## src/common/notchPkg.sv

```systemverilog
// shared widths, tap and register address enums, default biquad coefficients
`default_nettype none

package notchPkg;

	// datapath widths, used as defaults for the top-level parameters
	localparam int SampleWidth   = 32; // x and y words
	localparam int CoeffWidth    = 16; // signed coefficient
	localparam int CoeffFracBits = 14; // Q2.14, sets the output shift

	// a biquad always has five products
	localparam int NumTaps = 5;

	// product order, shared by coefficient, operand and product arrays
	typedef enum logic [2:0] {
		tapB0 = 3'd0, // b0 * x(n)
		tapB1 = 3'd1, // b1 * x(n-1)
		tapB2 = 3'd2, // b2 * x(n-2)
		tapA1 = 3'd3, // a1 * y(n-1), subtracted
		tapA2 = 3'd4  // a2 * y(n-2), subtracted
	} tapIndexE;

	// register port map
	typedef enum logic [3:0] {
		regCtrl  = 4'd0, // bit0 passThrough, bit1 clear (self-clearing)
		regB0    = 4'd1,
		regB1    = 4'd2,
		regB2    = 4'd3,
		regA1    = 4'd4,
		regA2    = 4'd5,
		regCount = 4'd6  // read only, results produced
	} regAddrE;

	// notch at a fixed normalized frequency, coefficients scaled by 2^14
	// a = 1 -1.894 0.914, b = 0.505 -1 0.505
	localparam logic signed [15:0] DefaultB0 = 16'sd8275;
	localparam logic signed [15:0] DefaultB1 = -16'sd16383;
	localparam logic signed [15:0] DefaultB2 = 16'sd8275;
	localparam logic signed [15:0] DefaultA1 = -16'sd31035;
	localparam logic signed [15:0] DefaultA2 = 16'sd14969;

endpackage

`default_nettype wire

```

## src/biquad/tapMultiplier.sv

```systemverilog
// one registered signed operand times coefficient product with valid flag
`timescale 1ns/1ps
`default_nettype none

module tapMultiplier #(
	parameter int SampleWidth = notchPkg::SampleWidth,
	parameter int CoeffWidth  = notchPkg::CoeffWidth,
	localparam int ProductWidth = SampleWidth + CoeffWidth
) (
	input  wire logic                          clk,
	input  wire logic                          rstN,
	input  wire logic signed [SampleWidth-1:0] operand,
	input  wire logic signed [CoeffWidth-1:0]  coeff,
	input  wire logic                          opValid,
	output logic signed [ProductWidth-1:0]     product,
	output logic                               productValid
);

	// full-width product, no rounding here
	always_ff @(posedge clk) begin
		if (opValid)
			product <= operand * coeff; // both signed, extended to ProductWidth
	end

	always_ff @(posedge clk) begin
		if (!rstN)
			productValid <= 1'b0;
		else
			productValid <= opValid; // product ready at T+1
	end

endmodule

`default_nettype wire

```

## config.mk

```make
export PLATFORM = sky130hd
export DESIGN_NAME = tapMultiplier
export DESIGN_NICKNAME = d
export VERILOG_FILES = /design/src/common/notchPkg.sv /design/src/biquad/tapMultiplier.sv
export SDC_FILE = /design/constraint.sdc
export NUM_CORES = 1
export LEC_CHECK = 0
export BUFFER_PORTS_ARGS = -buffer_cell sky130_fd_sc_hd__buf_2
export CAP_MARGIN = 30
export CORE_ASPECT_RATIO = 0.6
export CORE_MARGIN = 5
export CORE_UTILIZATION = 31
export CTS_CLUSTER_DIAMETER = 60
export DETAILED_ROUTE_END_ITERATION = 12
export GPL_TIMING_DRIVEN = 0
export HOLD_SLACK_MARGIN = 0.08
export SLEW_MARGIN = 0
export SYNTH_ARGS = -nofsm -noshare
export SYNTH_HDL_FRONTEND = slang
export SYNTH_SLANG_ARGS = --single-unit
export TNS_END_PERCENT = 10
```

## constraint.sdc

```tcl
create_clock -name clk -period 6.78 [get_ports clk]
set_input_delay 1.356 -clock clk [delete_from_list [all_inputs] [get_ports clk]]
set_output_delay 1.356 -clock clk [all_outputs]
set_load 0.01 [all_outputs]
```

==> impl_metrics.yaml <==
synthesis:
  syn_area_mm2: 0.0193
  synthFlopType: "edfxtp_1"
  ys_top_cells_by_area: "fa_1 (50%), inv_1 (11%), edfxtp_1 (7.5%)"
  synthDistinctLibCells: 58
  synth_area_per_cell_um2: 9.30
  synthTopCellsByCount: "inv_1 (551), fa_1 (486), nand2_1 (298)"
  synthAdderAreaFrac: 0.577
  synth_top_family_by_area: "adder cells"
  syn_nets: 2730
  ys_ff_latch: 49
  synth-xor-area-share: 0.0231
  synth_top_area_frac: 0.503
  yosysTopAreaCell: "fa_1"
  synth-simple-area-share: 0.149
  synth_compound_area_frac: 0.0505
  yosysWarnings: 0
  synth.most_common_cell: "inv_1"
  yosysSeqAreaShare: 0.0756
  synthMuxAreaShare: 0
  syn_inst: 2079
  async_flop_share: 0
  synth_edf_count: 48
grt:
  gr-total-overflow: 0
  grt_usage: 0.189
  antenna_found_initial: 6
  grt_max_degree: 27
  grt_pass1_wl_mm: 96.8
  grt_pass1_vias: 15820
clocking:
  cts_made_buffers: 5
  clk_pin_slew_ps: 90
  cts_root_buf: "clkbuf_16"
  clkSinkCount: 49
  clk_path_buf_depth: 2
  cts_tree: "built"
  htreeDepth: 2
cells_and_area:
  drive_gt1_frac: 0.118
  instances_no_fill: 3027
  syn_to_final_growth_pct: 15.2
  fin_nets: 2848
  final_area_mm2: 0.0223
routing:
  vias: 14548
  drtAntennaViolNets: 0
  drt_iter0_markers: 1168
  viasPerCell: 4.81
  first_pass_iters: 5
  wirelength_mm: 62.3
  drc: 0
  drt-wirelength-per-cell_um: 20.6
worst_setup_path:
  arrival_ps: 7440
  end_kind: "register"
  path_max_fanout: 10
  critical_path_class: "input pin to register"
  critical_path_required_ps: 6880
  crit_path_start_kind: "input pin"
placed_design:
  hpwlAfterDp_mm: 52.5
  place_congestion: 0.974
  placed_area_mm2: 0.0210
  io_buffers: 99
  place_ws_ps: -1950
  dp_cells: 3007
job:
  cap_violations: 0
floorplan:
  rows: 70
  dieArea_mm2: 0.0676
  die_x_um: 332
  start_util: 0.315
  io_pins: 100
  design.core.area_mm2: 0.0613
  die_y_um: 203
run_status:
  violations: "setup timing"
  outcome: "finished with violations"
sta:
  setup_violations: 22
  hold_viol_final: 0
  max_clock_freq_mhz: 136
  relSlewSlack: 0.486
  fin_ws_ps: -567
  rsz0062_at_grt: "yes"
  finalCritPeriodShare: 1.08
  min_period_ps: 7350
  worstMarginPinSlew_ps: 771
  slew_viol_final: 0
worst_hold_path:
  hold_path_class: "input pin to register"
-- stage by stage --
step | hold WS (ps) | util | setup TNS (ps)
6_report | 1220 | 0.363 | -7500
4_1_cts | 1200 | 0.360 | -6590
5_1_grt | 1220 | 0.363 | -11040
2_1_floorplan | 1470 | - | -97.7
3_5_place_dp | 1570 | 0.342 | -43670
3_3_place_gp | 1560 | 0.341 | -44180
-- metal layers --
| layer | GRT usage | routed length, um |
|---|---|---|
| met4 | 0.0254 | 877 |
| met2 | 0.254 | 23700 |
| met5 | 0 | 21 |
| met1 | 0.293 | 29900 |
| met3 | 0.0693 | 7740 |
-- worst max-delay path, cell delays in order --
cell and delay, ps:
buf_2 150, clkbuf_2 270, and2_1 230, fa_1 580, fa_1 470, fa_1 560
fa_1 450, fa_1 490, inv_1 50, fa_1 490, inv_1 70, ha_4 300
and4_4 240, o211ai_1 140, and3_4 210, o31a_1 270, o41ai_4 60, buf_4 190
and4_4 280, a22oi_2 90, buf_6 160, o31ai_4 220, xnor2_1 100
-- sequential cells by signal, indices dropped and copies added (netlist names) --
name and flops:
product 48, productValid 1
-- final timing paths --
| check | slack [ps] | end | cells after the start | start |
|---|---|---|---|---|
| worst max-delay path | -570 | product[47]$_DFFE_PP_ | 23 | coeff[14] |
| worst min-delay path | 1220 | productValid$_SDFF_PN0_ | 2 | rstN |
-- area by class of cell --
type / count / area, um2
fill: 6253 / 39100
multi-input combinational: 1389 / 15800
inverter: 552 / 2080
sequential: 49 / 1460
tap: 828 / 1040
buffer: 88 / 977
timing repair buffer: 112 / 736
clock buffer: 6 / 129
clock inverter: 2 / 33.8
antenna: 1 / 2.50
-- placed cells by master, fill, tap and decap left out, types with 11 or more instances in the layout --
| master | n |
|---|---|
| clkbuf_16 | 13 |
| clkbuf_4 | 12 |
| nor2_1 | 41 |
| nand2_1 | 297 |
| buf_2 | 77 |
| clkbuf_1 | 11 |
| nand2b_1 | 12 |
| edfxtp_1 | 48 |
| clkbuf_8 | 28 |
| ha_1 | 102 |
| xnor2_1 | 38 |
| a21oi_1 | 33 |
| inv_1 | 550 |
| buf_6 | 11 |
| xor2_1 | 13 |
| and2_1 | 205 |
| clkbuf_2 | 13 |
| o21ai_0 | 15 |
| fa_1 | 482 |
| a21o_1 | 29 |
| buf_4 | 28 |
-- cell families (layout without fill, tap and decap cells) --
logic type	count (synthesis)	after routing
xor+xnor	51	51
buf+inv	641	760
fa+ha+maj	600	600
simple gates	594	594
flops	49	49
compound gates	144	144
other cells	0	1
-- repair_timing --
| action | in CTS | in global routing |
|---|---|---|
| gates cloned | 0 | 1 |
| pin swaps | 16 | 16 |
| buffers inserted | 9 | 3 |
| hold buffers | 0 | 0 |
| gates resized for setup | 227 | 53 |
| setup endpoints to repair | 34 | 26 |
Power is not shown: default switching activity piles up to over one toggle a cycle in this logic, so the estimate is an artifact.
