==> config.mk <==
export PLATFORM = sky130hd
export DESIGN_NAME = sampleHistory
export DESIGN_NICKNAME = d
export VERILOG_FILES = /design/src/common/notchPkg.sv /design/src/biquad/sampleHistory.sv
export SDC_FILE = /design/constraint.sdc
export NUM_CORES = 1
export LEC_CHECK = 0
export BUFFER_PORTS_ARGS = -buffer_cell sky130_fd_sc_hd__buf_4
export CAP_MARGIN = 10
export CORE_AREA = 2 2 151 153
export DETAILED_ROUTE_END_ITERATION = 6
export DIE_AREA = 0 0 153 155
export GPL_ROUTABILITY_DRIVEN = 0
export PLACE_DENSITY = 0.74
export REMOVE_ABC_BUFFERS = 1
export SLEW_MARGIN = 5
export SYNTH_ARGS = -nofsm -noshare
export SYNTH_HDL_FRONTEND = slang
export SYNTH_SLANG_ARGS = --single-unit
==> constraint.sdc <==
create_clock -name clk -period 2.1 [get_ports clk]
set_input_delay 0.21 -clock clk [delete_from_list [all_inputs] [get_ports clk]]
set_output_delay 0.21 -clock clk [all_outputs]
set_load 0.05 [all_outputs]
==> src/common/notchPkg.sv <==
// shared widths, tap and register address enums, default biquad coefficients
`default_nettype none

package notchPkg;

	// datapath widths, used as defaults for the top-level parameters
	localparam int SampleWidth   = 32; // x and y words
	localparam int CoeffWidth    = 16; // signed coefficient
	localparam int CoeffFracBits = 14; // Q2.14, sets the output shift

	// a biquad always has five products
	localparam int NumTaps = 5;

	// product order, shared by coefficient, operand and product arrays
	typedef enum logic [2:0] {
		tapB0 = 3'd0, // b0 * x(n)
		tapB1 = 3'd1, // b1 * x(n-1)
		tapB2 = 3'd2, // b2 * x(n-2)
		tapA1 = 3'd3, // a1 * y(n-1), subtracted
		tapA2 = 3'd4  // a2 * y(n-2), subtracted
	} tapIndexE;

	// register port map
	typedef enum logic [3:0] {
		regCtrl  = 4'd0, // bit0 passThrough, bit1 clear (self-clearing)
		regB0    = 4'd1,
		regB1    = 4'd2,
		regB2    = 4'd3,
		regA1    = 4'd4,
		regA2    = 4'd5,
		regCount = 4'd6  // read only, results produced
	} regAddrE;

	// notch at a fixed normalized frequency, coefficients scaled by 2^14
	// a = 1 -1.894 0.914, b = 0.505 -1 0.505
	localparam logic signed [15:0] DefaultB0 = 16'sd8275;
	localparam logic signed [15:0] DefaultB1 = -16'sd16383;
	localparam logic signed [15:0] DefaultB2 = 16'sd8275;
	localparam logic signed [15:0] DefaultA1 = -16'sd31035;
	localparam logic signed [15:0] DefaultA2 = 16'sd14969;

endpackage

`default_nettype wire

==> src/biquad/sampleHistory.sv <==
// sample acceptance, busy level, x and y delay lines, tap operand registers
`timescale 1ns/1ps
`default_nettype none

module sampleHistory #(
	parameter int SampleWidth = notchPkg::SampleWidth
) (
	input  wire logic                          clk,
	input  wire logic                          rstN,
	input  wire logic                          sampleValid,
	input  wire logic signed [SampleWidth-1:0] sample,
	input  wire logic                          clear,
	input  wire logic signed [SampleWidth-1:0] yNew,
	input  wire logic                          resultValid,
	output logic signed [SampleWidth-1:0]      operands [notchPkg::NumTaps],
	output logic signed [SampleWidth-1:0]      xNow,
	output logic                               opValid,
	output logic                               busy
);
	import notchPkg::*;

	logic signed [SampleWidth-1:0] xPrev1; // x(n-1)
	logic signed [SampleWidth-1:0] xPrev2; // x(n-2)
	logic signed [SampleWidth-1:0] yPrev1; // y(n-1)
	logic signed [SampleWidth-1:0] yPrev2; // y(n-2)
	logic signed [SampleWidth-1:0] yFwd1;  // y history as seen after this edge
	logic signed [SampleWidth-1:0] yFwd2;
	logic                          inFlight;
	logic                          accept;

	// busy drops while the result is on the port, so the next sample lands at T+3
	assign busy   = inFlight && !resultValid;
	assign accept = sampleValid && !busy;
	assign yFwd1  = resultValid ? yNew : yPrev1; // forward y(n) not yet shifted in
	assign yFwd2  = resultValid ? yPrev1 : yPrev2;

	// delay lines, clear wins over a pending shift
	always_ff @(posedge clk) begin
		if (!rstN || clear) begin
			xPrev1 <= '0;
			xPrev2 <= '0;
			yPrev1 <= '0;
			yPrev2 <= '0;
		end else begin
			if (accept) begin
				xPrev1 <= sample;
				xPrev2 <= xPrev1;
			end
			if (resultValid) begin
				yPrev1 <= yNew;
				yPrev2 <= yPrev1;
			end
		end
	end

	always_ff @(posedge clk) begin
		if (!rstN) begin
			inFlight <= 1'b0;
			opValid  <= 1'b0;
		end else begin
			opValid <= accept; // one-cycle strobe to the multipliers
			if (resultValid)
				inFlight <= 1'b0;
			if (accept)
				inFlight <= 1'b1;
		end
	end

	// operand snapshot in tap order
	always_ff @(posedge clk) begin
		if (accept) begin
			operands[tapB0] <= sample;
			operands[tapB1] <= xPrev1;
			operands[tapB2] <= xPrev2;
			operands[tapA1] <= yFwd1;
			operands[tapA2] <= yFwd2;
			xNow            <= sample;
		end
	end

	// a strobe during a computation must not start the multipliers
	assert property (@(posedge clk) disable iff (!rstN) sampleValid && busy |=> !opValid)
		else $error("sample accepted while busy");

endmodule

`default_nettype wire

==> run summary <==
Clk sinks - 290
Synth Register Bits - 290
Final hold viol count - 0
Register share of total power - 0.488
Total wire length - 21300 um
Synth Area in Adders - 0
Placed instance count - 1146
Largest net degree at the start of global routing - 105
Fin. max-slew vios - 0
Post-Synthesis Cells - 656
CTS H-tree depth - 1
Ranking of synthesized cells by area - edfxtp_1, dfxtp_1, mux2_4
Most used flip-flop cell after synthesis - edfxtp_1
Library cells used by synthesis - 24
Measured slew at the worst slew-check pin - 0.498 ns
M1 WL - 8840 um
Num ports - 263
Layout cells sized above 1 - 0.397
Slew HR - 0.668
Simple-Gate Fraction of Synth Area - 0.0862
Worst hold slack - 0.210 ns
Setup violators final - 0
Via count - 6086
Multiplexer area fraction after synthesis - 0.123
Seq/Total Area, Yosys - 0.720
Path category of the worst min-delay check - input pin to flip-flop
DR pass1 iterations - 4
Gate power share - 0.135
Final Cell Area - 13800 um2
Antenna diode count - 0
Initial cell density of the core - 0.463
Post-CTS Setup Inserts - 0
I/O Buffers - 262
Unrepaired setup endpoints after global routing - no
Share of the synthesized area in the top cell type - 0.467
MaxCap Viol Count - 0
Compound-gate portion of the synthesized area - 0.0163
Setup Skew - 0.00954 ns
CTS tree - yes
Clock tree buffer depth - 3
Critical Path End Type - output port
Post-synth top area cell - edfxtp_1
Cts repair resizes - 0
Largest family of logic cells by synthesized area - multiplexers
Clock power frac - 0.377
Fin cells - 1264
GR Overflow Total - 0
Vias per cell - 4.81
Top Layer Used - met4
Detail Route Antenna Nets - 0
Fin crit share - 0.894
Total CTS buffers - 29
Clock latency at the later pin of the worst-skew pair - 0.52 ns
Global-route wire length before repair - 33000 um
DRC - 0
Clock period minus worst slack - 1.88 ns
Status - finished, final reports clean
Initial antenna violation count - 0
Routed wl met2 - 9970 um
Worst slack, placed - 0.573 ns
Core Area - 22200 um2
Die height - 155 um
Worst Slack Setup Final - 0.222 ns
Worst Reg-to-Reg Cells - 4
Total track usage - 0.172
Critical path data arrival time - 1.67 ns
Top-count cell post-synth - edfxtp_1
Internal power - 9.67 mW
Post-DP HPWL - 13500 um
Post-synthesis xor/xnor area fraction - 0
Vias in the first global route - 6224
Pwr/cell area - 941 nW/um2
Net Sw Frac - 0.257
Sw power - 3.34 mW
Area of placed instances - 12200 um2
CP startpoint kind - flip-flop
Setup tns final - 0 ns
Hold Crit Depth - 4
Met3 wire length - 2170 um
Routed WL per cell - 16.8 um
Leak - 5.77 nW
Nets@finish - 1026
Power Total - 13.0 mW
Synth Cell Area - 10300 um2
Async set-reset flop share out of synthesis - 0
Width of the die - 153 um
Mean Syn Cell Area - 15.7 um2
Achievable Freq - 532 MHz
Reg clk slew, reported paths - 0.06 ns
CP Data Required Time - 1.89 ns
Max VDD drop - 0.784 mV
Yosys warning count - 0
Row cnt - 55
Hold buffer count at CTS - 65
Kind of critical path - flip-flop to output port
Layout area overhead - 34.3%
Starting DRT DRC Count - 275
Number of enable flip-flop cells after synthesis - 160
CTS root buf - clkbuf_16
Crit-path max FO - 34
Top post-synthesis cells by count - edfxtp_1, dfxtp_1, and2_1, nand2_1, mux2_4
Die area - 23700 um2
Finished Core Util - 0.622
Filler cells - 1623
## power by group through the flow
stage / clock [mW] / sequential, mW / combinational (mW)
final: 4.90 / 6.34 / 1.76
after global routing: 5.24 / 6.36 / 1.83
after floorplan: 0 / 7.21 / 0.283
after detailed placement: 0 / 6.46 / 1.67
after CTS: 5.00 / 6.34 / 1.77
after global placement: 0 / 6.45 / 1.66
## cells in the final DEF (no fill, tap or decap), types with 8 or more instances in the layout
master	Yosys	final
mux2_4	60	60
dfxtp_1	130	130
nand4_1	32	32
and2_1	64	64
clkbuf_16	0	31
mux2i_1	32	32
nand2_1	64	64
o21ai_1	24	24
edfxtp_1	160	160
buf_4	37	271
o21ai_0	8	8
dlygate4sd3_1	0	65
## layer usage
layer	GRT usage	vias up
met5	0	-
met4	0.0344	0
met3	0.0649	26
met2	0.281	258
met1	0.221	2900
li1	-	2902
## layout make-up
type / instances / area (um2) / area share
Tap cell: 285 / 357 / 0.0258
Clock inverter: 15 / 87.6 / 0.00634
Inverter: 2 / 12.5 / 0.000905
Timing Repair Buffer: 341 / 2790 / 0.202
Sequential cell: 290 / 7410 / 0.536
Clock buffer: 38 / 842 / 0.0609
Multi-Input combinational cell: 293 / 2330 / 0.168
## cell families (layout without fill, tap and decap cells)
| group | count (synthesis) | count (layout) |
|---|---|---|
| mux | 96 | 96 |
| compound gates | 33 | 33 |
| flops | 290 | 290 |
| buf+inv | 73 | 396 |
| simple gates | 164 | 164 |
## sequential cells by signal (all words and copies together) (netlist names)
signal and flops:
inFlight 1, xNow 32, operands 128, xPrev2 32
yPrev1 32, xPrev1 32, yPrev2 32, opValid 1
## worst paths after layout
| check | startpoint | end | slack [ns] |
|---|---|---|---|
| max | inFlight$_SDFFE_PN0P_ | busy | 0.22 |
| min | sampleValid | xPrev1[2]$_SDFFE_PP0P_ | 0.21 |
| max reg2reg | inFlight$_SDFFE_PN0P_ | xNow[10]$_DFFE_PP_ | 0.66 |
| min reg2reg | xPrev1[15]$_SDFFE_PP0P_ | operands[111]$_DFFE_PP_ | 0.43 |
## critical path, stage by stage, from the launching register on
cell and delay, ns:
dfxtp_1 0.33, nand2b_4 0.10, buf_4 0.39, inv_1 0.11, buf_4 0.21
Power figures use the tool's default switching activity.
