## config.mk

```make
export PLATFORM = sky130hd
export DESIGN_NAME = filterRegs
export DESIGN_NICKNAME = d
export VERILOG_FILES = /design/src/common/notchPkg.sv /design/src/verilog/filterRegs.sv
export SDC_FILE = /design/constraint.sdc
export NUM_CORES = 1
export LEC_CHECK = 0
export BUFFER_PORTS_ARGS = -buffer_cell sky130_fd_sc_hd__buf_2
export CORE_UTILIZATION = 34
export CTS_CLUSTER_SIZE = 20
export DETAILED_ROUTE_END_ITERATION = 8
export SKIP_CTS_REPAIR_TIMING = 1
export SLEW_MARGIN = 15
export SYNTH_ARGS = -nofsm -noshare
export SYNTH_HDL_FRONTEND = slang
export SYNTH_SLANG_ARGS = --single-unit
```

## constraint.sdc

```tcl
create_clock -name clk -period 5.7 [get_ports clk]
set_clock_uncertainty 0.2 [all_clocks]
set_input_delay 0.57 -clock clk [delete_from_list [all_inputs] [get_ports clk]]
set_output_delay 0.57 -clock clk [all_outputs]
set_load 0.01 [all_outputs]
```

## src/common/notchPkg.sv

```systemverilog
// shared widths, tap and register address enums, default biquad coefficients
`default_nettype none

package notchPkg;

	// datapath widths, used as defaults for the top-level parameters
	localparam int SampleWidth   = 32; // x and y words
	localparam int CoeffWidth    = 16; // signed coefficient
	localparam int CoeffFracBits = 14; // Q2.14, sets the output shift

	// a biquad always has five products
	localparam int NumTaps = 5;

	// product order, shared by coefficient, operand and product arrays
	typedef enum logic [2:0] {
		tapB0 = 3'd0, // b0 * x(n)
		tapB1 = 3'd1, // b1 * x(n-1)
		tapB2 = 3'd2, // b2 * x(n-2)
		tapA1 = 3'd3, // a1 * y(n-1), subtracted
		tapA2 = 3'd4  // a2 * y(n-2), subtracted
	} tapIndexE;

	// register port map
	typedef enum logic [3:0] {
		regCtrl  = 4'd0, // bit0 passThrough, bit1 clear (self-clearing)
		regB0    = 4'd1,
		regB1    = 4'd2,
		regB2    = 4'd3,
		regA1    = 4'd4,
		regA2    = 4'd5,
		regCount = 4'd6  // read only, results produced
	} regAddrE;

	// notch at a fixed normalized frequency, coefficients scaled by 2^14
	// a = 1 -1.894 0.914, b = 0.505 -1 0.505
	localparam logic signed [15:0] DefaultB0 = 16'sd8275;
	localparam logic signed [15:0] DefaultB1 = -16'sd16383;
	localparam logic signed [15:0] DefaultB2 = 16'sd8275;
	localparam logic signed [15:0] DefaultA1 = -16'sd31035;
	localparam logic signed [15:0] DefaultA2 = 16'sd14969;

endpackage

`default_nettype wire

```

## src/verilog/filterRegs.sv

```systemverilog
// coefficient and control registers, registered read mux, result counter
`timescale 1ns/1ps
`default_nettype none

module filterRegs #(
	parameter int CoeffWidth = notchPkg::CoeffWidth
) (
	input  wire logic                         clk,
	input  wire logic                         rstN,
	input  wire logic                         regWrite,
	input  wire logic                         regRead,
	input  wire notchPkg::regAddrE            regAddr,
	input  wire logic [31:0]                  regWriteData,
	output logic [31:0]                       regReadData,
	input  wire logic                         resultValid,
	output logic signed [CoeffWidth-1:0]      coeffs [notchPkg::NumTaps],
	output logic                              passThrough,
	output logic                              clear
);
	import notchPkg::*;

	logic [31:0] resultCount; // results produced since reset
	logic        ctrlWrite;

	assign ctrlWrite = regWrite && (regAddr == regCtrl);

	// coefficients, reset to the notch defaults
	always_ff @(posedge clk) begin
		if (!rstN) begin
			coeffs[tapB0] <= CoeffWidth'(DefaultB0);
			coeffs[tapB1] <= CoeffWidth'(DefaultB1);
			coeffs[tapB2] <= CoeffWidth'(DefaultB2);
			coeffs[tapA1] <= CoeffWidth'(DefaultA1);
			coeffs[tapA2] <= CoeffWidth'(DefaultA2);
		end else if (regWrite) begin
			case (regAddr)
				regB0:   coeffs[tapB0] <= regWriteData[CoeffWidth-1:0];
				regB1:   coeffs[tapB1] <= regWriteData[CoeffWidth-1:0];
				regB2:   coeffs[tapB2] <= regWriteData[CoeffWidth-1:0];
				regA1:   coeffs[tapA1] <= regWriteData[CoeffWidth-1:0];
				regA2:   coeffs[tapA2] <= regWriteData[CoeffWidth-1:0];
				default: ; // ctrl handled below, count is read only
			endcase
		end
	end

	// control bits
	always_ff @(posedge clk) begin
		if (!rstN) begin
			passThrough <= 1'b0;
			clear       <= 1'b0;
		end else begin
			if (ctrlWrite)
				passThrough <= regWriteData[0];
			clear <= ctrlWrite && regWriteData[1] && !clear; // single-cycle pulse
		end
	end

	// count of results leaving the datapath
	always_ff @(posedge clk) begin
		if (!rstN)
			resultCount <= '0;
		else if (resultValid)
			resultCount <= resultCount + 32'd1;
	end

	// read data one cycle after regRead, coefficients sign-extended
	always_ff @(posedge clk) begin
		if (regRead) begin
			case (regAddr)
				regCtrl:  regReadData <= {31'd0, passThrough}; // clear always reads 0
				regB0:    regReadData <= 32'(coeffs[tapB0]);
				regB1:    regReadData <= 32'(coeffs[tapB1]);
				regB2:    regReadData <= 32'(coeffs[tapB2]);
				regA1:    regReadData <= 32'(coeffs[tapA1]);
				regA2:    regReadData <= 32'(coeffs[tapA2]);
				regCount: regReadData <= resultCount;
				default:  regReadData <= '0;
			endcase
		end
	end

	// history clear must stay a single pulse, even for back-to-back writes
	assert property (@(posedge clk) disable iff (!rstN) clear |=> !clear)
		else $error("clear held for two cycles");

endmodule

`default_nettype wire

```

==> results.py <==
metrics = {
    "outcome": {
        "status": "finished, final reports clean",
    },
    "synthesis": {
        "synthFlopType": "dfxtp_1",
        "synth_edf_count": 32,
        "syn_inst": 704,
        "synth_cell_types": 42,
        "syn-mean-instance-area_um2": 8.73,
        "synthTopCellsByArea": "dfxtp_1 (37%), edfxtp_1 (16%), nand2_1 (12%), nand3_1 (5.9%), a22oi_1 (5.4%)",
        "synth_nets": 746,
        "ys_warn_count": 0,
        "synth.largest_area_cell": "dfxtp_1",
        "ys_ff_latch": 146,
        "ys_async_sr_fraction": 0,
        "synth.cell_area_um2": 6140,
        "synth_top_area_frac": 0.371,
        "ys_seq_area_frac": 0.528,
    },
    "min_path": {
        "min_to": "coeffs[10]",
        "hp-class": "input port to register",
        "hold_depth": 3,
        "min_from": "regWriteData[10]",
    },
    "worst_setup_path": {
        "reg2reg_depth": 4,
        "worstSetupPathType": "register to register",
        "r2r_end": "resultCount[28]",
        "cp-start-kind": "register",
        "worst-path-max-fanout": 16,
        "rr_startpoint": "resultCount[6]",
        "end_kind": "register",
        "critPathArrivalTime_ns": 2.66,
        "ff2ff_setup_slack_ns": 3.20,
        "worst_ep_required_time_ns": 5.86,
    },
    "final_layout": {
        "fillers": 1702,
        "area_growth_pct": 24.2,
        "finalNetCount": 859,
        "final_cell_area_um2": 7630,
        "fin_cells": 1055,
        "drive_gt1_frac": 0.227,
        "mostFrequentLayoutCell": "nand2_1",
        "final_cell_mix": "nand2_1 (201), buf_2 (138), dfxtp_1 (114)",
        "n_antenna_cell": 0,
        "final_util": 0.437,
    },
    "global_route": {
        "grtUsageTotal": 0.212,
        "antenna_found_initial": 0,
        "grt_overflow_total": 0,
        "grt_pass1_vias": 5066,
        "grt_start_max_net_pins": 52,
        "grt_use_met3": 0.0574,
        "grt_pass1_wl_um": 29300,
        "grt-busiest-layer": "met2",
        "met1_usage": 0.289,
        "grt_use_met2": 0.328,
    },
    "die": {
        "die_w_um": 136,
        "coreArea_um2": 17500,
        "die_y_um": 136,
        "start_util": 0.352,
        "die_area_um2": 18600,
        "num_io_pins": 155,
        "fp-row-count": 48,
    },
    "pwr": {
        "power_per_cell_area_nw_per_um2": 317,
        "leakagePower_nw": 3.06,
        "vdd.ir_drop.worst_uv": 238,
    },
    "place": {
        "gp_congestion": 0.780,
        "portBuffers": 138,
        "dp_cells": 1023,
        "place_area_um2": 7000,
        "dp_hpwl_um": 12500,
    },
    "routing": {
        "drtAntennaViolNets": 0,
        "vias": 5671,
        "viasPerCell": 5.38,
        "wl_per_cell_um": 18.1,
        "wirelength_um": 19100,
        "first_iter_violations": 450,
        "firstDrtPassIters": 5,
        "remaining_drc_errors": 0,
    },
    "clock_network": {
        "cts-htree-levels": 4,
        "clockBufferDepth": 2,
        "cts_tree": "built",
        "path_clk_slew_ns": 0.06,
        "clkLatencyLatePin_ns": 0.43,
        "clock-sinks": 146,
        "clockRootBuffer": "clkbuf_16",
        "cts_buffers": 17,
    },
    "flow_run": {
        "drv_cap": 0,
    },
    "sta": {
        "drv_slew": 0,
        "relSlewSlack": 0.405,
        "worstMarginPinSlew_ns": 0.892,
        "period_needed_ns": 2.50,
        "max_freq_ghz": 0.400,
        "setup_viol": 0,
        "holdWs_ns": 0.226,
        "final_hold_viol_count": 0,
        "rsz0062_at_grt": "false",
        "fin_crit_sh": 0.438,
        "finalSetupTns_ns": 0,
    },
}
==> cell type report <==
type / instances / area (um2) / area share
sequential: 146 / 3240 / 0.425
multi-input combinational: 502 / 2710 / 0.355
timing repair buffer: 146 / 751 / 0.0984
clock buffer: 21 / 482 / 0.0631
tap: 225 / 282 / 0.0369
clock inverter: 11 / 150 / 0.0197
inverter: 4 / 15.0 / 0.00197
==> worst max-delay path by stage <==
stage                         from               to  slack (ns)  cells after the start
finish              resultCount[6]  resultCount[28]        3.20                      4
global route        resultCount[6]  resultCount[29]        3.11                      4
CTS                 resultCount[6]  resultCount[28]        3.23                      4
detailed placement      regAddr[2]  regReadData[19]        2.84                      5
global placement        regAddr[2]  regReadData[19]        2.84                      5
floorplan               regAddr[2]  regReadData[15]        3.41                      6
==> state kept, by name, indices dropped and copies added (netlist names) <==
signal / flops
passThrough: 1
clear: 1
regReadData: 32
coeffs: 80
resultCount: 32
==> critical path, stage by stage (launching register included) <==
cell and delay [ns]:
dfxtp_1 0.50, nand4_1 0.20, or4_1 0.82, nor4_1 0.49, mux2i_1 0.22
==> cell families after synthesis <==
group	Yosys count	share of synthesized area
AND/OR/NAND/NOR	350	0.268
flip-flops	146	0.528
AO/OA/AOI/OAI	135	0.139
buffers and inverters	56	0.0391
XOR/XNOR	10	0.0143
multiplexers	6	0.00978
adder cells (fa/ha/maj)	1	0.00204
==> where the power goes <==
group	total (mW)	internal (mW)	switching [mW]
Combinational	0.136	0.0445	0.0915
Clock	1.19	0.739	0.451
Sequential	1.10	1.08	0.0140
==> metal layers <==
metal  vias to the layer above  share of wire
met5                         -              0
met4                         0         0.0078
met3                        11          0.071
met2                       214           0.46
met1                      2710           0.46
li1                       2736              -
==> cell usage after synthesis, drive strengths merged (6+ instances only) <==
| library cell | number |
|---|---|
| o41ai | 6 |
| dfxtp | 114 |
| nor2 | 12 |
| or4 | 6 |
| and2 | 7 |
| buf | 18 |
| edfxtp | 32 |
| clkbuf | 34 |
| o21ai | 6 |
| and4 | 6 |
| nand2 | 201 |
| nand2b | 9 |
| o311ai | 7 |
| mux2i | 6 |
| nand3 | 73 |
| nand4 | 9 |
| a22oi | 44 |
| a21oi | 64 |
==> through the flow <==
step | setup slack (ns) | power (mW)
global route | 3.11 | 2.49
floorplan | 3.41 | 1.19
global placement | 2.84 | 1.25
CTS | 3.23 | 2.43
detailed placement | 2.84 | 1.25
finish | 3.20 | 2.42
Power figures use the tool's default switching activity.
