<file path="src/common/notchPkg.sv">
// shared widths, tap and register address enums, default biquad coefficients
`default_nettype none

package notchPkg;

	// datapath widths, used as defaults for the top-level parameters
	localparam int SampleWidth   = 32; // x and y words
	localparam int CoeffWidth    = 16; // signed coefficient
	localparam int CoeffFracBits = 14; // Q2.14, sets the output shift

	// a biquad always has five products
	localparam int NumTaps = 5;

	// product order, shared by coefficient, operand and product arrays
	typedef enum logic [2:0] {
		tapB0 = 3'd0, // b0 * x(n)
		tapB1 = 3'd1, // b1 * x(n-1)
		tapB2 = 3'd2, // b2 * x(n-2)
		tapA1 = 3'd3, // a1 * y(n-1), subtracted
		tapA2 = 3'd4  // a2 * y(n-2), subtracted
	} tapIndexE;

	// register port map
	typedef enum logic [3:0] {
		regCtrl  = 4'd0, // bit0 passThrough, bit1 clear (self-clearing)
		regB0    = 4'd1,
		regB1    = 4'd2,
		regB2    = 4'd3,
		regA1    = 4'd4,
		regA2    = 4'd5,
		regCount = 4'd6  // read only, results produced
	} regAddrE;

	// notch at a fixed normalized frequency, coefficients scaled by 2^14
	// a = 1 -1.894 0.914, b = 0.505 -1 0.505
	localparam logic signed [15:0] DefaultB0 = 16'sd8275;
	localparam logic signed [15:0] DefaultB1 = -16'sd16383;
	localparam logic signed [15:0] DefaultB2 = 16'sd8275;
	localparam logic signed [15:0] DefaultA1 = -16'sd31035;
	localparam logic signed [15:0] DefaultA2 = 16'sd14969;

endpackage

`default_nettype wire

</file>
<file path="src/biquad/filterAccumulator.sv">
// signed sum of the five tap products, Q14 shift, saturation and result registers
`timescale 1ns/1ps
`default_nettype none

module filterAccumulator #(
	parameter int SampleWidth   = notchPkg::SampleWidth,
	parameter int CoeffWidth    = notchPkg::CoeffWidth,
	parameter int CoeffFracBits = notchPkg::CoeffFracBits,
	localparam int ProductWidth = SampleWidth + CoeffWidth,
	localparam int SumWidth     = ProductWidth + 3
) (
	input  wire logic                           clk,
	input  wire logic                           rstN,
	input  wire logic signed [ProductWidth-1:0] products [notchPkg::NumTaps],
	input  wire logic [notchPkg::NumTaps-1:0]   productValid,
	input  wire logic signed [SampleWidth-1:0]  xNow,
	input  wire logic                           passThrough,
	output logic signed [SampleWidth-1:0]       yNew,
	output logic signed [SampleWidth-1:0]       result,
	output logic                                resultValid
);
	import notchPkg::*;

	localparam logic signed [SampleWidth-1:0] MaxSample = {1'b0, {(SampleWidth-1){1'b1}}};
	localparam logic signed [SampleWidth-1:0] MinSample = {1'b1, {(SampleWidth-1){1'b0}}};

	logic signed [SumWidth-1:0]    sum;     // full width, 3 guard bits
	logic signed [SumWidth-1:0]    shifted; // scaled back to sample units
	logic signed [SampleWidth-1:0] ySat;
	logic                          allValid;

	assign allValid = &productValid; // multipliers run in lockstep

	// b products add, a products subtract
	always_comb begin
		sum = '0;
		for (int i = 0; i < NumTaps; i++) begin
			if (tapIndexE'(i) inside {tapA1, tapA2})
				sum = sum - SumWidth'(products[i]);
			else
				sum = sum + SumWidth'(products[i]);
		end
	end

	assign shifted = sum >>> CoeffFracBits; // arithmetic, rounds toward -inf

	// clamp to the signed sample range
	always_comb begin
		if (shifted > MaxSample)
			ySat = MaxSample;
		else if (shifted < MinSample)
			ySat = MinSample;
		else
			ySat = shifted[SampleWidth-1:0];
	end

	always_ff @(posedge clk) begin
		if (!rstN)
			resultValid <= 1'b0;
		else
			resultValid <= allValid; // strobe at T+2
	end

	always_ff @(posedge clk) begin
		if (allValid) begin
			yNew   <= ySat;                         // filter state always advances
			result <= passThrough ? xNow : ySat;
		end
	end

	// the five tap flags come from one opValid strobe
	assert property (@(posedge clk) disable iff (!rstN)
		(productValid == '0) || (productValid == '1))
		else $error("tap multipliers out of step");

	// exactly one result per product set, one cycle later
	assert property (@(posedge clk) disable iff (!rstN)
		resultValid == $past(productValid[tapB0]))
		else $error("resultValid not aligned to products");

endmodule

`default_nettype wire

</file>
<file path="config.mk">
export PLATFORM = sky130hd
export DESIGN_NAME = filterAccumulator
export DESIGN_NICKNAME = d
export VERILOG_FILES = /design/src/common/notchPkg.sv /design/src/biquad/filterAccumulator.sv
export SDC_FILE = /design/constraint.sdc
export NUM_CORES = 1
export LEC_CHECK = 0
export ABC_AREA = 0
export BUFFER_PORTS_ARGS = -buffer_cell sky130_fd_sc_hd__buf_2
export CORE_MARGIN = 2
export CORE_UTILIZATION = 57
export DETAILED_ROUTE_END_ITERATION = 12
export HOLD_SLACK_MARGIN = 0.02
export PLACE_DENSITY = 0.93
export SKIP_LAST_GASP = 1
export SLEW_MARGIN = 0
export SYNTH_ARGS = -nofsm -noshare
export SYNTH_HDL_FRONTEND = slang
export SYNTH_SLANG_ARGS = --single-unit
</file>
<file path="constraint.sdc">
create_clock -name clk -period 11.3 [get_ports clk]
set_input_delay 1.13 -clock clk [delete_from_list [all_inputs] [get_ports clk]]
set_output_delay 1.13 -clock clk [all_outputs]
set_load 0.05 [all_outputs]
</file>
==> flow_metrics.tcl, run 1 <==
set metrics [dict create \
    grt_pass1_vias 9472 \
    setup-violations-final 0 \
    rows 48 \
    grt_pass1_wl_mm 43.8 \
    h-tree-depth 3 \
    place_hpwl_mm 23.6 \
    antenna_found_initial 3 \
    leakage_nw 6.43 \
    port_buffers 344 \
    grt_max_degree 66 \
    tightest_slew_ns 1.21 \
    fmax_mhz 149 \
    hold_path_class "in2reg" \
    ant_nets 0 \
    synth-seq-cells 65 \
    status "finished clean" \
    synth-edff-count 64 \
    start_kind "input pin" \
    dr.pass1.iters 5 \
    synth.distinct_cells 69 \
    period_share 0.593 \
    cts_tree "yes" \
    syn_nets 1595 \
    timing.final.ws_setup_ns 4.60 \
    synth_xor_area_frac 0.0335 \
    yosys_warnings 0 \
    routed_wl_mm 27.1 \
    synth.avg_cell_area_sq_um 8.86 \
    fin_crit_ns 6.70 \
    clkTransAtPathRegs_ns 0.05 \
    cts_root_buffer "clkbuf_16" \
    ys_seq_area_frac 0.196 \
    dp.cells 1663 \
    ir_drop_mv 0.168 \
    die_y_um 136 \
    cp-end-kind "flop" \
    rsz0062_at_grt "no" \
    ios 345 \
    synth_compound_area_frac 0.152 \
    required_ns 11.38 \
    vias 8972 \
    syn_area_sq_mm 0.00992 \
    clock-sinks 65 \
    drc 0 \
    maxCapViolations 0 \
    yosys.area_share.simple 0.113 \
    core_region_area_sq_mm 0.0172 \
    postCtsSetupRepairBufs 0 \
    final_max_slew_viol_count 0 \
    avgRoutedWirePerCell_um 16.1 \
    gp_congestion 0.945 \
    ys.flop_type "edfxtp_1" \
    initial_core_util 0.578 \
    ctsHoldBuffers 0 \
    grt_usage 0.301 \
    maxSlewHeadroom 0.192 \
    yosysTopAreaCell "fa_1" \
    hold_viol 0 \
    synth_top_family_by_area "adder cells" \
    via_per_inst 5.33 \
    drt_iter0_drc 622 \
    fin_nets 1924 \
    synth.top_cell.area_share 0.292 \
    numCtsBuffers 9 \
    finalNonFillerCells 1683 \
    synth_area_leaders "fa_1, edfxtp_1, inv_1" \
    dieArea_sq_mm 0.0185 \
    p_per_area_mw_per_mm2 258 \
    synthAdderAreaFrac 0.356 \
    cp_max_fo 30 \
    clockBufferDepth 2 \
    async_flop_share 0 \
    drive_gt1_frac 0.286 \
    holdPathStages 2 \
    synthMuxAreaShare 0.00895 \
    synth_cells 1120 \
    cp.arrival_ns 6.78 \
    grt-ovfl-total 0 \
    critPathKind "in2reg" \
    place_ws_ns 4.23 \
    cts.repair.resized 0 \
    area_growth_pct 21.6 \
    finalSetupTns_ns 0 \
    die_w_um 136 \
]
final timing paths:
kind,startpoint,end,slack [ns]
setup / recovery,products[28],result[8],4.60
hold / removal,rstN,resultValid,1.00
stage by stage:
stage / hold slack [ns] / power (mW) / instance area [sq um] / utilization
finish: 1.00 / 3.12 / 12100 / 0.702
global route: 1.02 / 3.40 / 12100 / 0.702
CTS: 1.00 / 3.09 / 12100 / 0.702
detailed placement: 1.34 / 2.83 / 11800 / 0.687
global placement: 1.34 / 2.77 / 11800 / 0.687
floorplan: 1.25 / 2.26 / 9920 / -
cells by family (layout without fill, tap and decap cells):
family	after synthesis	after routing
buffers and inverters	361	695
other	0	4
adders and majority gates	195	195
muxes	8	8
AOI/OAI and AO/OA	205	205
DFF	65	65
and+or+nand+nor	248	248
xor gates and xnor gates	38	38
synthesized netlist by cell type, types with 2 or more instances:
library cell and count:
inv_1 331, fa_1 145, nand2_1 121, a21oi_1 68
edfxtp_1 64, ha_1 50, nor2_1 43, o21ai_0 32
xnor2_1 21, nand4_1 18, o211ai_2 17, xor2_1 17
clkbuf_1 12, nand3_1 12, a21o_1 11, buf_2 11
nand2_2 10, nor3_1 10, o21ai_1 8, mux2_2 7
o211ai_1 7, o21a_1 7, a211o_1 6, and2_1 6
nor4_1 6, o21bai_1 6, nand2b_1 5, a21boi_2 4
buf_6 4, a211oi_1 3, a221oi_2 3, nor2b_1 3
o31ai_1 3, or3_1 3, a21boi_1 2, a21oi_2 2
a221oi_1 2, and2_0 2, and3_1 2, buf_4 2
nor2_2 2, o211a_1 2, o2bb2ai_1 2, o31ai_4 2
or2_1 2
final cells by class:
class	count	area [sq um]
multi-input combinational	694	6580
fill	1317	5110
sequential	65	1940
timing repair buffer	348	1750
inverter	331	1240
tap	225	282
clock buffer	10	229
clock inverter	6	25.0
antenna	4	10.0
layout by cell type, fill, tap and decap left out, types with 17 or more instances in the layout:
cell      netlist  routed
o211ai_2       17      17
nand4_1        18      18
o21ai_0        32      32
nor2_1         43      42
xnor2_1        21      21
fa_1          145     145
a21oi_1        68      68
nand2_1       121     121
edfxtp_1       64      64
ha_1           50      50
buf_2          11     344
inv_1         331     331
xor2_1         17      17
power breakdown:
part           switching [mW]  internal, mW  total, mW
sequential            0.00475         0.404      0.409
clock                  0.0925         0.144      0.237
combinational            1.60         0.871       2.47
total                    1.70          1.42       3.12
registers in the layout, summed over array words and instances (netlist names):
name / flops
resultValid: 1
result: 32
yNew: 32
worst max-delay path: stages:
cell and delay, ns:
buf_2 0.12, fa_1 0.55, inv_1 0.07, fa_1 0.50
inv_1 0.05, fa_1 0.49, inv_1 0.04, ha_1 0.42
nand2_1 0.14, nor2_1 0.21, nand2_1 0.14, a2111oi_0 0.64
nor2_1 0.20, o211a_1 0.29, a211o_1 0.29, o31ai_4 0.97
a21boi_1 0.19, mux2_2 0.32
routing by layer:
layer / vias to the layer above / global-route usage / share of wire
met5: - / 0 / 0
met4: 0 / 0.122 / 0.036
met3: 72 / 0.0380 / 0.086
met2: 436 / 0.542 / 0.50
met1: 4295 / 0.365 / 0.37
li1: 4169 / - / -
No activity file was read; power rests on OpenSTA's default activity.
==> inputs of run 2 (changes only) <==
CORE_UTILIZATION = 53   (was 57)
PLACE_DENSITY = 0.88   (was 0.93)
clock period = 6.3 ns   (was 11.3 ns; I/O delays follow)
==> run 2 against run 1 <==
  * Combinational power rose by 81%
  * Wire length shrank 2.3%
  * Via count shrank 1.7%
  * Critical path type unchanged
  * Critical endpoint unchanged
  * Power up 80%
==> flow_metrics.tcl, run 2 (synthesis gave the netlist of run 1 again) <==
set metrics [dict create \
    die_w_um 141 \
    area_growth_pct 22.0 \
    postCtsSetupRepairBufs 0 \
    ios 345 \
    fillers 1507 \
    max_stage_delay_ns 0.55 \
    grt_max_degree 66 \
    h-tree-depth 3 \
    final_common_cell "buf_2" \
    ant_nets 0 \
    maxSlewHeadroom 0.471 \
    status "finished clean" \
    avgRoutedWirePerCell_um 15.6 \
    dr.pass1.iters 5 \
    cp.arrival_ns 5.77 \
    grt-ovfl-total 0 \
    cp_top_family "adder cells" \
    die_y_um 141 \
    period_share 0.905 \
    final_cell_mix "buf_2, inv_1, fa_1" \
    grt_usage 0.267 \
    placedInstanceArea_sq_mm 0.0118 \
    clock-sinks 65 \
    holdPathStages 2 \
    routed_wl_mm 26.4 \
    port_buffers 344 \
    rsz0062_at_grt "no" \
    setup-violations-final 0 \
    via_per_inst 5.21 \
    cts_root_buffer "clkbuf_16" \
    clkTransAtPathRegs_ns 0.05 \
    cts.repair.resized 0 \
    gp_congestion 0.980 \
    p_per_area_mw_per_mm2 465 \
    fin_util 0.654 \
    start_kind "input pin" \
    cts_tree "yes" \
    initial_core_util 0.536 \
    antenna_found_initial 1 \
    grt_pass1_wl_mm 42.4 \
    place_hpwl_mm 23.3 \
    vias 8822 \
    cp_max_fo 12 \
    crit_chain "buf_2 -> fa_1 -> inv_1 -> fa_1 -> inv_1 -> fa_1 -> inv_1 -> ha_1 -> nand4_1 -> nor4_1 -> nor3b_2 -> a311o_1 -> a21oi_1 -> o221a_2 -> a211o_1 -> o31ai_4 -> a21boi_1 -> mux2_2" \
    fin_crit_ns 5.70 \
    holdWs_ns 0.516 \
    min_to "resultValid" \
    ctsHoldBuffers 0 \
    clockBufferDepth 2 \
    hold_viol 0 \
    tightest_slew_ns 0.793 \
    reg.largest.list "result: 32 flops, yNew: 32 flops, resultValid: 1 flops" \
    drive_gt1_frac 0.289 \
    drt_iter0_drc 492 \
    required_ns 6.37 \
    rows 50 \
    hold_path_class "in2reg" \
    final_max_slew_viol_count 0 \
    finalSetupTns_ns 0 \
    leakage_nw 6.45 \
    fmax_mhz 175 \
    dieArea_sq_mm 0.0198 \
    ir_drop_mv 0.275 \
    critPathKind "in2reg" \
    grt_pass1_vias 9103 \
    worst-path-buf-inv 4 \
    slowest_stage "nor4_1" \
    fin_nets 1929 \
    drc 0 \
    core_region_area_sq_mm 0.0185 \
    hp-start "rstN" \
    numCtsBuffers 9 \
    design_area_sq_mm 0.0121 \
    cp-end-kind "flop" \
    maxCapViolations 0 \
]
## run 2: per-layer routing
metal	GRT usage	share of wire
met1	0.348	0.41
met2	0.488	0.50
met3	0.0299	0.068
met4	0.0521	0.015
met5	0	0
## run 2: layout make-up
| type | count | area, sq um | share of cell area |
|---|---|---|---|
| Antenna cell | 1 | 2.50 | 0.000207 |
| Clock buffer | 10 | 229 | 0.0189 |
| Clock inverter | 6 | 25.0 | 0.00207 |
| Inverter | 331 | 1240 | 0.103 |
| Multi-Input combinational cell | 694 | 6580 | 0.544 |
| Sequential cell | 65 | 1940 | 0.160 |
| Tap cell | 234 | 293 | 0.0242 |
| Timing Repair Buffer | 353 | 1790 | 0.148 |
## run 2: worst max path at each step
stage | end | from | cells past startpoint | slack, ns
after floorplan | result[2] | products[38] | 19 | 1.15
after global placement | result[6] | products[29] | 18 | 0.40
after detailed placement | result[8] | products[22] | 18 | 0.30
after CTS | result[6] | products[25] | 18 | 0.63
after global routing | result[6] | products[26] | 18 | 0.32
final | result[8] | products[22] | 18 | 0.60
## run 2: per-stage QoR
| step | instances | setup slack, ns | total power, mW |
|---|---|---|---|
| after floorplan | 1120 | 1.15 | 4.05 |
| after detailed placement | 1677 | 0.298 | 5.15 |
| after CTS | 1693 | 0.631 | 5.58 |
| final | 1694 | 0.600 | 5.63 |
| after global placement | 1677 | 0.402 | 5.06 |
| after global routing | 1694 | 0.318 | 6.13 |
## run 2: power breakdown
part           switching, mW  internal, mW
Clock                  0.159         0.259
Sequential           0.00927         0.724
Combinational           2.87          1.61
Total                   3.04          2.59
